## src/common/loader_macros.svh

```systemverilog
// Build constants for the program loader. The bit time assumes a 27 MHz clock at 115200 baud.
// The memory depth must be a power of two.
`ifndef LOADER_MACROS_SVH
`define LOADER_MACROS_SVH

// ####################
// Serial timing
// ####################

// Clock cycles per serial bit.
`define LOADER_CLKS_PER_BIT 234

// ####################
// Instruction memory
// ####################

// Words in the instruction memory.
`define LOADER_MEM_DEPTH 256

// addi x0, x0, 1.
`define LOADER_NOP_WORD 32'h0010_0013

`endif

```

## src/uartRx/uartRx.sv

```systemverilog
// 8N1 UART receiver, no parity and a fixed bit time of LOADER_CLKS_PER_BIT clocks.
// A start bit that reads high at mid-bit counts as a glitch and is dropped.
`default_nettype none

`include "loader_macros.svh"

module uartRx (
    input  wire        clk,
    input  wire        reset,
    input  wire        rx,
    output logic       byteValid,
    output logic [7:0] byteData,
    output logic       frameError
);

    localparam int CLKS_PER_BIT = `LOADER_CLKS_PER_BIT;
    localparam int TIMER_W      = $clog2(CLKS_PER_BIT);

    // Last count of a full bit, and of half a bit for the start check.
    localparam logic [TIMER_W-1:0] LAST_TICK = TIMER_W'(CLKS_PER_BIT - 1);
    localparam logic [TIMER_W-1:0] HALF_TICK = TIMER_W'(CLKS_PER_BIT / 2 - 1);

    typedef enum logic [1:0] {
        RX_IDLE,
        RX_START,
        RX_DATA,
        RX_STOP
    } rxState_t;

    rxState_t           state;
    logic               rxMeta;
    logic               rxSync;
    logic [TIMER_W-1:0] bitTimer;
    logic [2:0]         bitIndex;
    logic [7:0]         shiftReg;
    logic               bitDone;

    // ####################
    // Input synchronizer
    // ####################

    // Both stages come out of reset at the idle level.
    always_ff @(posedge clk) begin
        if (reset) begin
            rxMeta <= 1'b1;
            rxSync <= 1'b1;
        end else begin
            rxMeta <= rx;
            rxSync <= rxMeta;
        end
    end

    // ####################
    // Receive FSM
    // ####################

    assign bitDone = (bitTimer == LAST_TICK);

    always_ff @(posedge clk) begin
        if (reset) begin
            state      <= RX_IDLE;
            bitTimer   <= '0;
            bitIndex   <= '0;
            byteValid  <= 1'b0;
            frameError <= 1'b0;
        end else begin
            byteValid  <= 1'b0;
            frameError <= 1'b0;
            case (state)
                RX_IDLE: begin
                    bitTimer <= '0;
                    if (!rxSync) begin
                        state <= RX_START;
                    end
                end
                RX_START: begin
                    if (bitTimer == HALF_TICK) begin
                        bitTimer <= '0;
                        bitIndex <= '0;
                        if (rxSync) begin
                            state <= RX_IDLE;
                        end else begin
                            state <= RX_DATA;
                        end
                    end else begin
                        bitTimer <= bitTimer + 1'b1;
                    end
                end
                RX_DATA: begin
                    if (bitDone) begin
                        bitTimer <= '0;
                        bitIndex <= bitIndex + 3'd1;
                        if (bitIndex == 3'd7) begin
                            state <= RX_STOP;
                        end
                    end else begin
                        bitTimer <= bitTimer + 1'b1;
                    end
                end
                RX_STOP: begin
                    if (bitDone) begin
                        // Back to idle at mid stop bit, ready for the next start edge.
                        bitTimer   <= '0;
                        state      <= RX_IDLE;
                        byteValid  <= rxSync;
                        frameError <= !rxSync;
                    end else begin
                        bitTimer <= bitTimer + 1'b1;
                    end
                end
                default: begin
                    state <= RX_IDLE;
                end
            endcase
        end
    end

    // LSB arrives first, so shift in from the top.
    always_ff @(posedge clk) begin
        if (state == RX_DATA && bitDone) begin
            shiftReg <= {rxSync, shiftReg[7:1]};
        end
    end

    // Stable from the last data bit until the next start bit.
    assign byteData = shiftReg;

endmodule

`default_nettype wire

```

## config.mk

```make
export PLATFORM = sky130hd
export DESIGN_NAME = uartRx
export DESIGN_NICKNAME = d
export VERILOG_FILES = /design/src/uartRx/uartRx.sv
export VERILOG_INCLUDE_DIRS = /design/src /design/src/common
export SDC_FILE = /design/constraint.sdc
export NUM_CORES = 1
export LEC_CHECK = 0
export ABC_AREA = 1
export BUFFER_PORTS_ARGS = -buffer_cell sky130_fd_sc_hd__buf_2
export CAP_MARGIN = 20
export CORE_MARGIN = 8
export CORE_UTILIZATION = 55
export DETAILED_ROUTE_END_ITERATION = 10
export PLACE_DENSITY = 0.84
export SYNTH_ARGS = -nofsm -noshare
export SYNTH_HDL_FRONTEND = slang
export SYNTH_SLANG_ARGS = --single-unit
```

## constraint.sdc

```tcl
create_clock -name clk -period 1.8 [get_ports clk]
set_input_delay 0.54 -clock clk [delete_from_list [all_inputs] [get_ports clk]]
set_output_delay 0.54 -clock clk [all_outputs]
set_load 0.01 [all_outputs]
```

==> results.md <==
* Drt wl/cell at 11.42 µm
* Worst reg2reg endpoint: byteData[1]
* Finished Cell Area at 1225 µm²
* Overall die height at around 61 µm
* Complex-gate fraction of the synthesized area at 0.03295
* Residual DRC count at 0
* Startpoint of the worst hold path: rx
* Initial drt markers at 20
* CP max FO at 8
* Syn avg cell area at 9.100 µm²
* Post-CTS setup buffer count at 0
* Setup repair after global routing missed its margin: no
* Mapped Cells at 121
* Final-layout fill cell count at 165
* Worst vdd ir at 0.5378 mV
* Initial Utilization at 0.5729
* Vias after detailed routing at approximately 850
* Pin count of the biggest net entering global routing at 16
* Leakage Power at ~0.00053 µW
* N_diodes at 0
* Setup TNS at 0 ns
* Hold EP: rxMeta
* Worst path cell trace: ha_1, nand2_1, nor2_1, nand2_1, inv_1, nand2_2, inv_1
* Initial antenna violation count at 0
* Fmax at 0.6524 GHz
* Netlist cell types at 23
* Vias in the first global route at 779
* CTS tree: yes
* Final Util at 0.6374
* Final Critical Period at 1.533 ns
* Port Buffers at 12
* Area of the mapped netlist at around 1100 µm²
* Area grow syn2layout at 11.25%
* First-pass GRT wire length at 3229 µm
* Seq/Total Area, Yosys at 0.5273
* NumNets Final at 146
* I/O Pins at 13
* Clk_skew at 0.004827 ns
* CP endpoint kind: flop
* CTS Hold Bufs at 0
* CP arrival at about 1.6 ns
* FF-to-FF setup slack at 0.27 ns
* CP delay by family, top: flip-flops
* # clock sinks at 25
* Yosys warns at 0
* Mux contribution to synthesized area at 0
* MaxCap Viol Count at 0
* WHS Path Cells at 2
* Largest family of logic cells by synthesized area: simple AND/OR/NAND/NOR gates
* HP Class: input port to flop
* Rel. slew slack at 0.7901
* Commonest cells after routing, fill and taps aside: 19 x nand2_1, 17 x nor2_1, 17 x dfxtp_1
* Die area at 3689 µm²
* Placer congestion estimate at about 0.80
* Core footprint at 1922 µm²
* Tot Pwr at 915.8 µW
* Synth Area in Simple Gates at 0.3011
* Htree depth at 1
* Most common cell after layout, fill and taps aside: nand2_1
* CP max-delay cell: dfxtp_1
* Worst-skew pair later-pin latency at 0.32 ns
* Seq cells post-synth at 25
* All-Layer GR Usage at 0.1155
* CP max stage delay at 0.42 ns
* Final Hold Viols at 0
* Final hold slack at a little under 0.4 ns
* WP data required at 1.82 ns
* Post-DR vias/cell at 5.152
* Adder-Cell Fraction of Synth Area at 0.05682
* Final setup viols at 0
* CTS root buffer: clkbuf_4
* Final ANT Viol Nets at 0
* Mapped Nets at 129
* Buf/Inv on CP at 2
* Tightest Pin Transition at between 0.3 and 0.4 ns
* PwrDens at 747.6 nW/µm²
* Total routed wirelength at 1873 µm
* Worst path depth at 7
* Period utilisation layout at 0.8515
* CTS max path bufs at 2
* Die W at 60.74 µm
* Clock transition at path regs at 0.13 ns
* Final max-slew violation count at 0
* Resized cells post-CTS at 0
* Path depth of the worst reg2reg path at 7
* Layout cells sized above 1 at 0.2263
* XOR/XNOR share of the synthesized area at 0.02386
* Rows at 16
* CP Launch Type: flop
* Status: finished, final reports clean
* Placed cell area at 1195 µm²
* Gr ovfl total at 0
* CTS Buf Count at 3
* Post-DP HPWL at around 1400 µm
* WS Path Type: flop to flop
* Reg2reg start: bitTimer[0]
* Drt first pass iters at 4
==> sequential cells by signal (all words and copies together) (netlist names), named ones only <==
signal and flops:
byteValid 1, rxMeta 1, bitIndex 3, rxSync 1, byteData 8, bitTimer 8
state 1, frameError 1
==> layout make-up <==
cell class,instances,area (µm²),area share
well taps,27,33.78,0.02758
clock buffers,3,22.52,0.01839
flip-flops and latches,25,580.6,0.4740
repair buffers,12,60.06,0.04903
clock inverters,1,7.507,0.006129
multi-input cells,79,456.7,0.3728
inverters,17,63.81,0.05209
==> cells by family (layout without fill, tap and decap cells) <==
kind of cell	count (synthesis)	after routing
compound gates	6	6
xor+xnor	3	3
fa+ha+maj	5	5
simple gates	65	65
flops	25	25
buf+inv	17	33
==> stage by stage <==
stage	setup WS (ns)	std cells
finish	0.2673	164
global route	0.1369	164
CTS	0.2648	164
detailed placement	0.2826	160
global placement	0.3491	160
floorplan	0.4312	121
==> layer usage <==
layer  routed length (µm)  global-route usage  vias up
met5                    0                   0        -
met4                   36             0.05980        0
met3                  126             0.02754        5
met2                  840              0.1885       30
met1                  869              0.1368      383
li1                     -                   -      427
==> synth_stat cells <==
master    instances  area share
a21boi_1          2       0.014
a21oi_1           3       0.014
a31oi_1           1      0.0057
dfxtp_1          17        0.31
edfxtp_1          8        0.22
ha_1              5       0.057
inv_1            15       0.051
inv_2             2      0.0068
nand2_1          19       0.065
nand2_2           3       0.017
nand2_4           1       0.010
nand3_1           7       0.032
nand3b_1          3       0.020
nand4_1           3       0.017
nand4_2           1       0.011
nor2_1           17       0.058
nor2_2            3       0.017
nor3_1            2      0.0091
nor3_2            3       0.027
nor4_1            1      0.0057
or2_2             2       0.011
xnor2_1           2       0.016
xor2_1            1      0.0080
==> how the worst max path moves through the flow <==
stage | end | slack [ns] | start
after global placement | byteData[0] | 0.35 | bitTimer[0]
final | byteData[1] | 0.27 | bitTimer[0]
after CTS | byteData[1] | 0.26 | bitTimer[0]
after detailed placement | byteData[1] | 0.28 | bitTimer[0]
after floorplan | byteData[0] | 0.43 | bitTimer[0]
after global routing | byteData[1] | 0.14 | bitTimer[0]
==> power by group <==
group / internal, µW / switching [µW] / total (µW)
Sequential: 586 / 11.5 / 597
Combinational: 22.8 / 46.7 / 69.5
Clock: 85.0 / 164 / 249
==> worst register-to-register path: stages, from the launching register on <==
cell and delay (ns):
dfxtp_1 0.42, ha_1 0.18, nand2_1 0.05, nor2_1 0.08, nand2_1 0.08, inv_1 0.09
nand2_2 0.10, inv_1 0.24
(Power assumes the default switching activity.)
