==> config.mk <==
export PLATFORM = sky130hd
export DESIGN_NAME = wordAssembler
export DESIGN_NICKNAME = d
export VERILOG_FILES = /design/src/common/loaderPkg.sv /design/src/hdl/wordAssembler.sv
export VERILOG_INCLUDE_DIRS = /design/src /design/src/common
export SDC_FILE = /design/constraint.sdc
export NUM_CORES = 1
export LEC_CHECK = 0
export BUFFER_PORTS_ARGS = -buffer_cell sky130_fd_sc_hd__buf_2
export CORE_UTILIZATION = 40
export DETAILED_ROUTE_END_ITERATION = 12
export PLACE_DENSITY = 0.66
export SYNTH_ARGS = -nofsm -noshare
export SYNTH_HDL_FRONTEND = slang
export SYNTH_SLANG_ARGS = --single-unit
==> constraint.sdc <==
create_clock -name clk -period 3 [get_ports clk]
set_clock_uncertainty 0.15 [all_clocks]
set_input_delay 0.15 -clock clk [delete_from_list [all_inputs] [get_ports clk]]
set_output_delay 0.15 -clock clk [all_outputs]
set_load 0.05 [all_outputs]
==> src/common/loader_macros.svh <==
// Build constants for the program loader. The bit time assumes a 27 MHz clock at 115200 baud.
// The memory depth must be a power of two.
`ifndef LOADER_MACROS_SVH
`define LOADER_MACROS_SVH

// ####################
// Serial timing
// ####################

// Clock cycles per serial bit.
`define LOADER_CLKS_PER_BIT 234

// ####################
// Instruction memory
// ####################

// Words in the instruction memory.
`define LOADER_MEM_DEPTH 256

// addi x0, x0, 1.
`define LOADER_NOP_WORD 32'h0010_0013

`endif

==> src/common/loaderPkg.sv <==
// Shared types of the program loader.
// Address and count widths follow LOADER_MEM_DEPTH.
`default_nettype none

`include "loader_macros.svh"

package loaderPkg;

    // Address width, and count width that can still hold the full depth.
    localparam int ADDR_W  = $clog2(`LOADER_MEM_DEPTH);
    localparam int COUNT_W = $clog2(`LOADER_MEM_DEPTH + 1);

    // Word address into the instruction memory.
    typedef logic [ADDR_W-1:0] memAddr_t;

    // Number of stored words, 0 up to the full depth.
    typedef logic [COUNT_W-1:0] wordCount_t;

    // One instruction word.
    // The loader fills it byte by byte, the memory stores it whole.
    typedef union packed {
        logic [31:0]     instr;
        logic [3:0][7:0] bytes;
    } loadWord_t;

endpackage

`default_nettype wire

==> src/hdl/wordAssembler.sv <==
// Packs received bytes LSB first into words and writes them in order.
// An all ones word starts the CPU and locks out all further input until reset.
`default_nettype none

`include "loader_macros.svh"

module wordAssembler
    import loaderPkg::*;
(
    input  wire        clk,
    input  wire        reset,
    input  wire        byteValid,
    input  wire  [7:0] byteData,
    input  wire        frameError,
    output logic       memWrite,
    output memAddr_t   memAddr,
    output loadWord_t  memData,
    output logic       cpuEnable,
    output wordCount_t loadedWords,
    output logic       loadError
);

    localparam wordCount_t MEM_DEPTH = wordCount_t'(`LOADER_MEM_DEPTH);

    logic [1:0] bytePos;
    loadWord_t  wordBuf;
    loadWord_t  nextWord;
    logic       lastByte;
    logic       startWord;
    logic       memFull;

    // ####################
    // Byte lanes
    // ####################

    // Word as it stands once the current byte is in its lane.
    always_comb begin
        nextWord                = wordBuf;
        nextWord.bytes[bytePos] = byteData;
    end

    assign lastByte  = (bytePos == 2'd3);
    assign startWord = (nextWord.instr == '1);
    assign memFull   = (loadedWords == MEM_DEPTH);

    always_ff @(posedge clk) begin
        if (byteValid && !cpuEnable) begin
            wordBuf <= nextWord;
        end
    end

    // ####################
    // Control and status
    // ####################

    always_ff @(posedge clk) begin
        if (reset) begin
            bytePos     <= '0;
            memWrite    <= 1'b0;
            cpuEnable   <= 1'b0;
            loadedWords <= '0;
            loadError   <= 1'b0;
        end else begin
            memWrite <= 1'b0;
            if (!cpuEnable) begin
                if (frameError) begin
                    // Drop the partial word, start over at lane 0.
                    bytePos   <= '0;
                    loadError <= 1'b1;
                end else if (byteValid) begin
                    bytePos <= bytePos + 2'd1;
                    if (lastByte) begin
                        if (startWord) begin
                            cpuEnable <= 1'b1;
                        end else if (!memFull) begin
                            memWrite    <= 1'b1;
                            loadedWords <= loadedWords + 1'b1;
                        end
                    end
                end
            end
        end
    end

    // Address is the count before this word, so words land in order.
    always_ff @(posedge clk) begin
        if (byteValid && lastByte) begin
            memAddr <= memAddr_t'(loadedWords);
            memData <= nextWord;
        end
    end

endmodule

`default_nettype wire

==> impl_metrics.env, run 1 <==
export IMPL_slew_headroom=0.609
export IMPL_yosys_warnings=0
export IMPL_antenna_found_initial=0
export IMPL_portBuffers=63
export IMPL_critPathArrivalTime_ns=2.88
export IMPL_globalplace_congestion=0.819
export IMPL_clkTransAtPathRegs_ns=0.08
export IMPL_syn_num_nets=257
export IMPL_drtAntennaViolNets=0
export IMPL_route_met2_wl_mm=3.43
export IMPL_postCtsResizedCells=0
export IMPL_fillers=780
export IMPL_dr_pass1_iters=4
export IMPL_reg2reg_slack_ns=0.21
export IMPL_final_util=0.495
export IMPL_hold_class="input port to flip-flop"
export IMPL_netlist_top_cells_count="72 x edfxtp_1, 39 x mux2_2, 15 x nor2_1"
export IMPL_synth_cells=237
export IMPL_path_delay_family="multiplexers"
export IMPL_antennaDiodeCount=0
export IMPL_ys_flop_type="edfxtp_1"
export IMPL_rsz0062_at_grt="false"
export IMPL_fp_row_count=34
export IMPL_drt_iter0_drc=79
export IMPL_cts_hold_buffers=2
export IMPL_synth_edf_count=72
export IMPL_drive_above_1_share=0.416
export IMPL_multiInputGateArea_mm2=0.00114
export IMPL_crit_top_cell="mux2_2"
export IMPL_yosys_register_bits=86
export IMPL_routed_wl_mm=7.40
export IMPL_num_vias=2330
export IMPL_worst_path_stages=8
export IMPL_worstRegToRegCells=8
export IMPL_outcome="completed"
export IMPL_min_path_cells=2
export IMPL_hpwl_mm=5.02
export IMPL_cp_cell_sequence="inv_1, ha_1, mux2_2, o2111ai_4, nor4_1, buf_4, a2111oi_0, mux2_2"
export IMPL_finalSetupViolations=0
export IMPL_required_ns=3.09
export IMPL_grt_total_usage=0.164
export IMPL_setup_slack_ns=0.211
export IMPL_via_per_inst=5.42
export IMPL_clk_latency_ns=0.35
export IMPL_power_density_mw_per_mm2=519
export IMPL_grt_overflow=0
export IMPL_dr_wl_met3_um=307
export IMPL_syn2layout_area_growth_pct=19.0
export IMPL_avgRoutedWirePerCell_um=17.2
export IMPL_htreeDepth=3
export IMPL_root_buffer="clkbuf_8"
export IMPL_hold_violations=0
export IMPL_grt_max_degree=41
export IMPL_yosysTopAreaCell="edfxtp_1"
export IMPL_ir_drop_v=0.000295
export IMPL_synth_area_leaders="edfxtp_1 59%, mux2_2 12%, dfxtp_1 7.7%"
export IMPL_power_total_uw=2250
export IMPL_die_h_um=97.5
export IMPL_synthMostInstantiatedCell="edfxtp_1"
export IMPL_die_area_mm2=0.00951
export IMPL_die_w_um=97.5
export IMPL_top_layer="met4"
export IMPL_finalCritPeriodShare=0.930
export IMPL_start_util=0.416
export IMPL_post_cts_buffers=0
export IMPL_grt_pass1_vias=2215
export IMPL_leakagePower_uw=0.00159
export IMPL_fmax_mhz=359
export IMPL_cts_buffers=9
export IMPL_maxCapViolCount=0
export IMPL_slew_viol_final=0
export IMPL_finalSetupTns_ns=0
export IMPL_tightest_slew_ns=0.578
export IMPL_cp_buffers_inverters=2
export IMPL_seq_area_mm2=0.00244
export IMPL_instances_no_fill=430
export IMPL_cts_tree="done"
export IMPL_pre_cts_ws_ns=0.216
export IMPL_crit_type="flip-flop to flip-flop"
export IMPL_nets=337
export IMPL_ys_seq_area_frac=0.669
export IMPL_core_area_mm2=0.00876
export IMPL_max_stage_delay_ns=0.46
export IMPL_cp_end_kind="flip-flop"
export IMPL_syn_area_mm2=0.00365
export IMPL_routedLengthMet1_mm=3.51
export IMPL_cts_sinks=86
export IMPL_critPathLaunchType="flip-flop"
export IMPL_synth_avg_cell_area_um2=15.4
export IMPL_ios=64
export IMPL_cts_path_max_buffers=2
export IMPL_cpMaxStageDelayCell="a2111oi_0"
export IMPL_drc=0
export IMPL_cp_max_fo=11
export IMPL_grt_pass1_wl_mm=11.8
export IMPL_netlist_cell_type_count=45
export IMPL_dp_cells=412
export IMPL_yosysTopAreaCellShare=0.593
export IMPL_async_reset_ff_frac=0
export IMPL_fin_crit_ns=2.79
worst register-to-register path: cells and delay by family (launching register included):
family / cells / cell delay (ns)
adders and majority gates: 1 / 0.44
muxes: 2 / 0.81
DFF: 1 / 0.36
AOI/OAI and AO/OA: 2 / 0.56
and+or+nand+nor: 1 / 0.08
buffers and inverters: 2 / 0.28
worst paths after layout:
check,start,endpoint
worst max-delay path,bytePos[0],loadedWords[5]
worst min-delay path,reset,loadError
worst max register to register,bytePos[0],loadedWords[5]
worst min register to register,loadError,loadError
area by class of cell:
| class | count | area share |
|---|---|---|
| clock buffer | 11 | 0.0303 |
| clock inverter | 5 | 0.0121 |
| inverter | 7 | 0.00605 |
| multi-input combinational | 138 | 0.263 |
| sequential | 86 | 0.563 |
| tap | 108 | 0.0311 |
| timing repair buffer | 75 | 0.0946 |
logic make-up (layout without fill, tap and decap cells):
kind of cell,Yosys count,in the layout,synth area share
compound gates,35,35,0.0758
fa+ha+maj,8,8,0.0274
buf+inv,13,98,0.0182
flops,86,86,0.669
mux,39,39,0.120
simple gates,56,56,0.0888
power by group:
| part | internal (uW) | leakage [uW] | switching (uW) | total (uW) |
|---|---|---|---|---|
| logic | 53.2 | 0.000720 | 77.0 | 130 |
| clock network | 381 | 0.0000931 | 393 | 774 |
| registers | 1330 | 0.000776 | 14.8 | 1350 |
cells in the final DEF (no fill, tap or decap), drive strengths merged, types with 2 or more instances in the layout:
cell type    instances
a2111oi              5
a211oi               2
a21oi                7
a31oi                2
and3                 5
and3b                2
and4                 3
and4b                2
buf                 73
clkbuf              11
clkinv               3
dfxtp               14
dlygate4sd3          2
edfxtp              72
ha                   8
inv                  7
mux2                39
nand2                7
nand3                6
nand4                3
nor2                15
nor2b                7
nor4                 2
o211ai               4
o21ai                4
or4                  2
layer usage:
metal,vias to the layer above,track usage
li1,1094,-
met1,1168,0.226
met5,-,0
met4,0,0.0690
met2,56,0.250
met3,12,0.0353
flip-flops by register name, indices dropped and copies added (netlist names):
register     count
bytePos          2
memData         32
loadError        1
memAddr          8
loadedWords      9
memWrite         1
cpuEnable        1
wordBuf         32
per-stage QoR:
step           cell area (um2)  hold slack, ns
2_1_floorplan             3650           0.141
3_3_place_gp              4140           0.297
3_5_place_dp              4140           0.311
4_1_cts                   4340          0.0343
5_1_grt                   4340          0.0514
6_report                  4340          0.0440
No activity file was read; power rests on OpenSTA's default activity.
==> inputs of run 2 (changes only) <==
- CORE_MARGIN: default -> 2
==> run 2 against run 1 <==
  * Power is 0.57% higher
  * Maximum frequency is 0.38% lower
  * Core utilization is 0.071 points higher
  * Cell count unchanged
  * Critical path type unchanged
  * Critical path depth stayed put
==> impl_metrics.env, run 2 (synthesis results as in run 1) <==
export IMPL_cp_max_fo=11
export IMPL_critical_path_endpoint="loadedWords[7]"
export IMPL_setup_worst_path_start="bytePos[0]"
export IMPL_rsz0062_at_grt="false"
export IMPL_slew_headroom=0.625
export IMPL_placedInstanceArea_mm2=0.00414
export IMPL_grt_overflow=0
export IMPL_cts_hold_buffers=2
export IMPL_die_w_um=99.5
export IMPL_drtAntennaViolNets=0
export IMPL_die_area_mm2=0.00990
export IMPL_antennaDiodeCount=0
export IMPL_final_common_cell="edfxtp_1"
export IMPL_cts_path_max_buffers=2
export IMPL_tightest_slew_ns=0.559
export IMPL_grt_max_degree=41
export IMPL_slew_viol_final=0
export IMPL_hold_violations=0
export IMPL_hold_class="input port to flip-flop"
export IMPL_nets=337
export IMPL_post_cts_buffers=0
export IMPL_leakagePower_uw=0.00159
export IMPL_finalSetupTns_ns=0
export IMPL_postCtsResizedCells=0
export IMPL_cts_sinks=86
export IMPL_die_h_um=99.5
export IMPL_antenna_found_initial=0
export IMPL_via_per_inst=5.35
export IMPL_cts_buffers=9
export IMPL_ir_drop_v=0.000241
export IMPL_grt_pass1_wl_mm=11.6
export IMPL_fmax_mhz=357
export IMPL_root_buffer="clkbuf_8"
export IMPL_outcome="completed"
export IMPL_routed_wl_mm=7.42
export IMPL_cts_tree="done"
export IMPL_grt_total_usage=0.154
export IMPL_drive_above_1_share=0.416
export IMPL_finalCritPeriodShare=0.933
export IMPL_fin_crit_ns=2.80
export IMPL_fp_row_count=34
export IMPL_power_density_mw_per_mm2=521
export IMPL_drc=0
export IMPL_grt_pass1_vias=2244
export IMPL_htreeDepth=3
export IMPL_syn2layout_area_growth_pct=19.1
export IMPL_finalSetupViolations=0
export IMPL_dr_pass1_iters=4
export IMPL_reg_top3="memData x32, wordBuf x32, loadedWords x9"
export IMPL_cp_end_kind="flip-flop"
export IMPL_crit_type="flip-flop to flip-flop"
export IMPL_critPathLaunchType="flip-flop"
export IMPL_globalplace_congestion=0.857
export IMPL_worstRegToRegCells=8
export IMPL_maxCapViolCount=0
export IMPL_final_cell_mix="72 x edfxtp_1, 63 x buf_2, 39 x mux2_2"
export IMPL_num_vias=2302
export IMPL_hpwl_mm=5.11
export IMPL_critPathArrivalTime_ns=2.90
export IMPL_required_ns=3.10
export IMPL_portBuffers=63
export IMPL_drt_iter0_drc=139
export IMPL_fin_area_mm2=0.00435
export IMPL_ios=64
export IMPL_clk_latency_ns=0.36
export IMPL_start_util=0.416
export IMPL_r2r_end="loadedWords[7]"
export IMPL_avgRoutedWirePerCell_um=17.2
export IMPL_core_area_mm2=0.00876
export IMPL_rr_startpoint="bytePos[0]"
export IMPL_clkTransAtPathRegs_ns=0.08
export IMPL_reg2reg_slack_ns=0.20
==> run 2: cell count changes in the layout (fill, tap and decap cells not counted), sizes merged <==
cell      change
clkbuf        -1
clkinvlp      +1
==> run 2: area by class of cell <==
type	instances	area, um2
multi-input combinational	138	1140
clock inverter	6	62.6
fill	757	4420
tap	108	135
sequential	86	2440
clock buffer	10	128
inverter	7	26.3
timing repair buffer	75	410
==> run 2: worst min path at each step <==
stage / startpoint / to / slack, ns / depth (start not counted)
finish: reset / loadError / 0.03 / 2
global route: reset / bytePos[1] / 0.06 / 2
CTS: reset / loadError / 0.02 / 2
detailed placement: loadError / loadError / 0.31 / 2
global placement: loadError / loadError / 0.30 / 2
floorplan: frameError / loadError / 0.14 / 2
==> run 2: routing by layer <==
layer	share of wire	up-vias	GRT usage
li1	-	1091	-
met5	0	-	0
met2	0.46	63	0.234
met4	0.020	0	0.0643
met3	0.052	16	0.0415
met1	0.47	1132	0.211
==> run 2: worst max-delay path, cell delays in order, from the launching register on <==
cell,delay [ns]
dfxtp_1,0.36
inv_1,0.13
ha_1,0.44
mux2_2,0.43
o2111ai_4,0.10
nor4_1,0.08
buf_4,0.15
a2111oi_0,0.44
mux2_2,0.39
==> run 2: report_power, final <==
group	leakage (uW)	internal, uW	switching (uW)
clock network	0.0000899	382	406
registers	0.000776	1330	14.7
logic	0.000720	53.3	76.2
total	0.00159	1770	497
==> run 2: stage by stage <==
stage	util	power [uW]	setup WS, ns	std cells	hold slack (ns)
after floorplan	-	1450	0.0128	237	0.141
after global placement	0.472	1500	0.320	412	0.295
after detailed placement	0.472	1500	0.198	412	0.305
after CTS	0.496	2290	0.190	430	0.0200
after global routing	0.496	2350	0.00181	430	0.0558
final	0.496	2260	0.200	430	0.0314
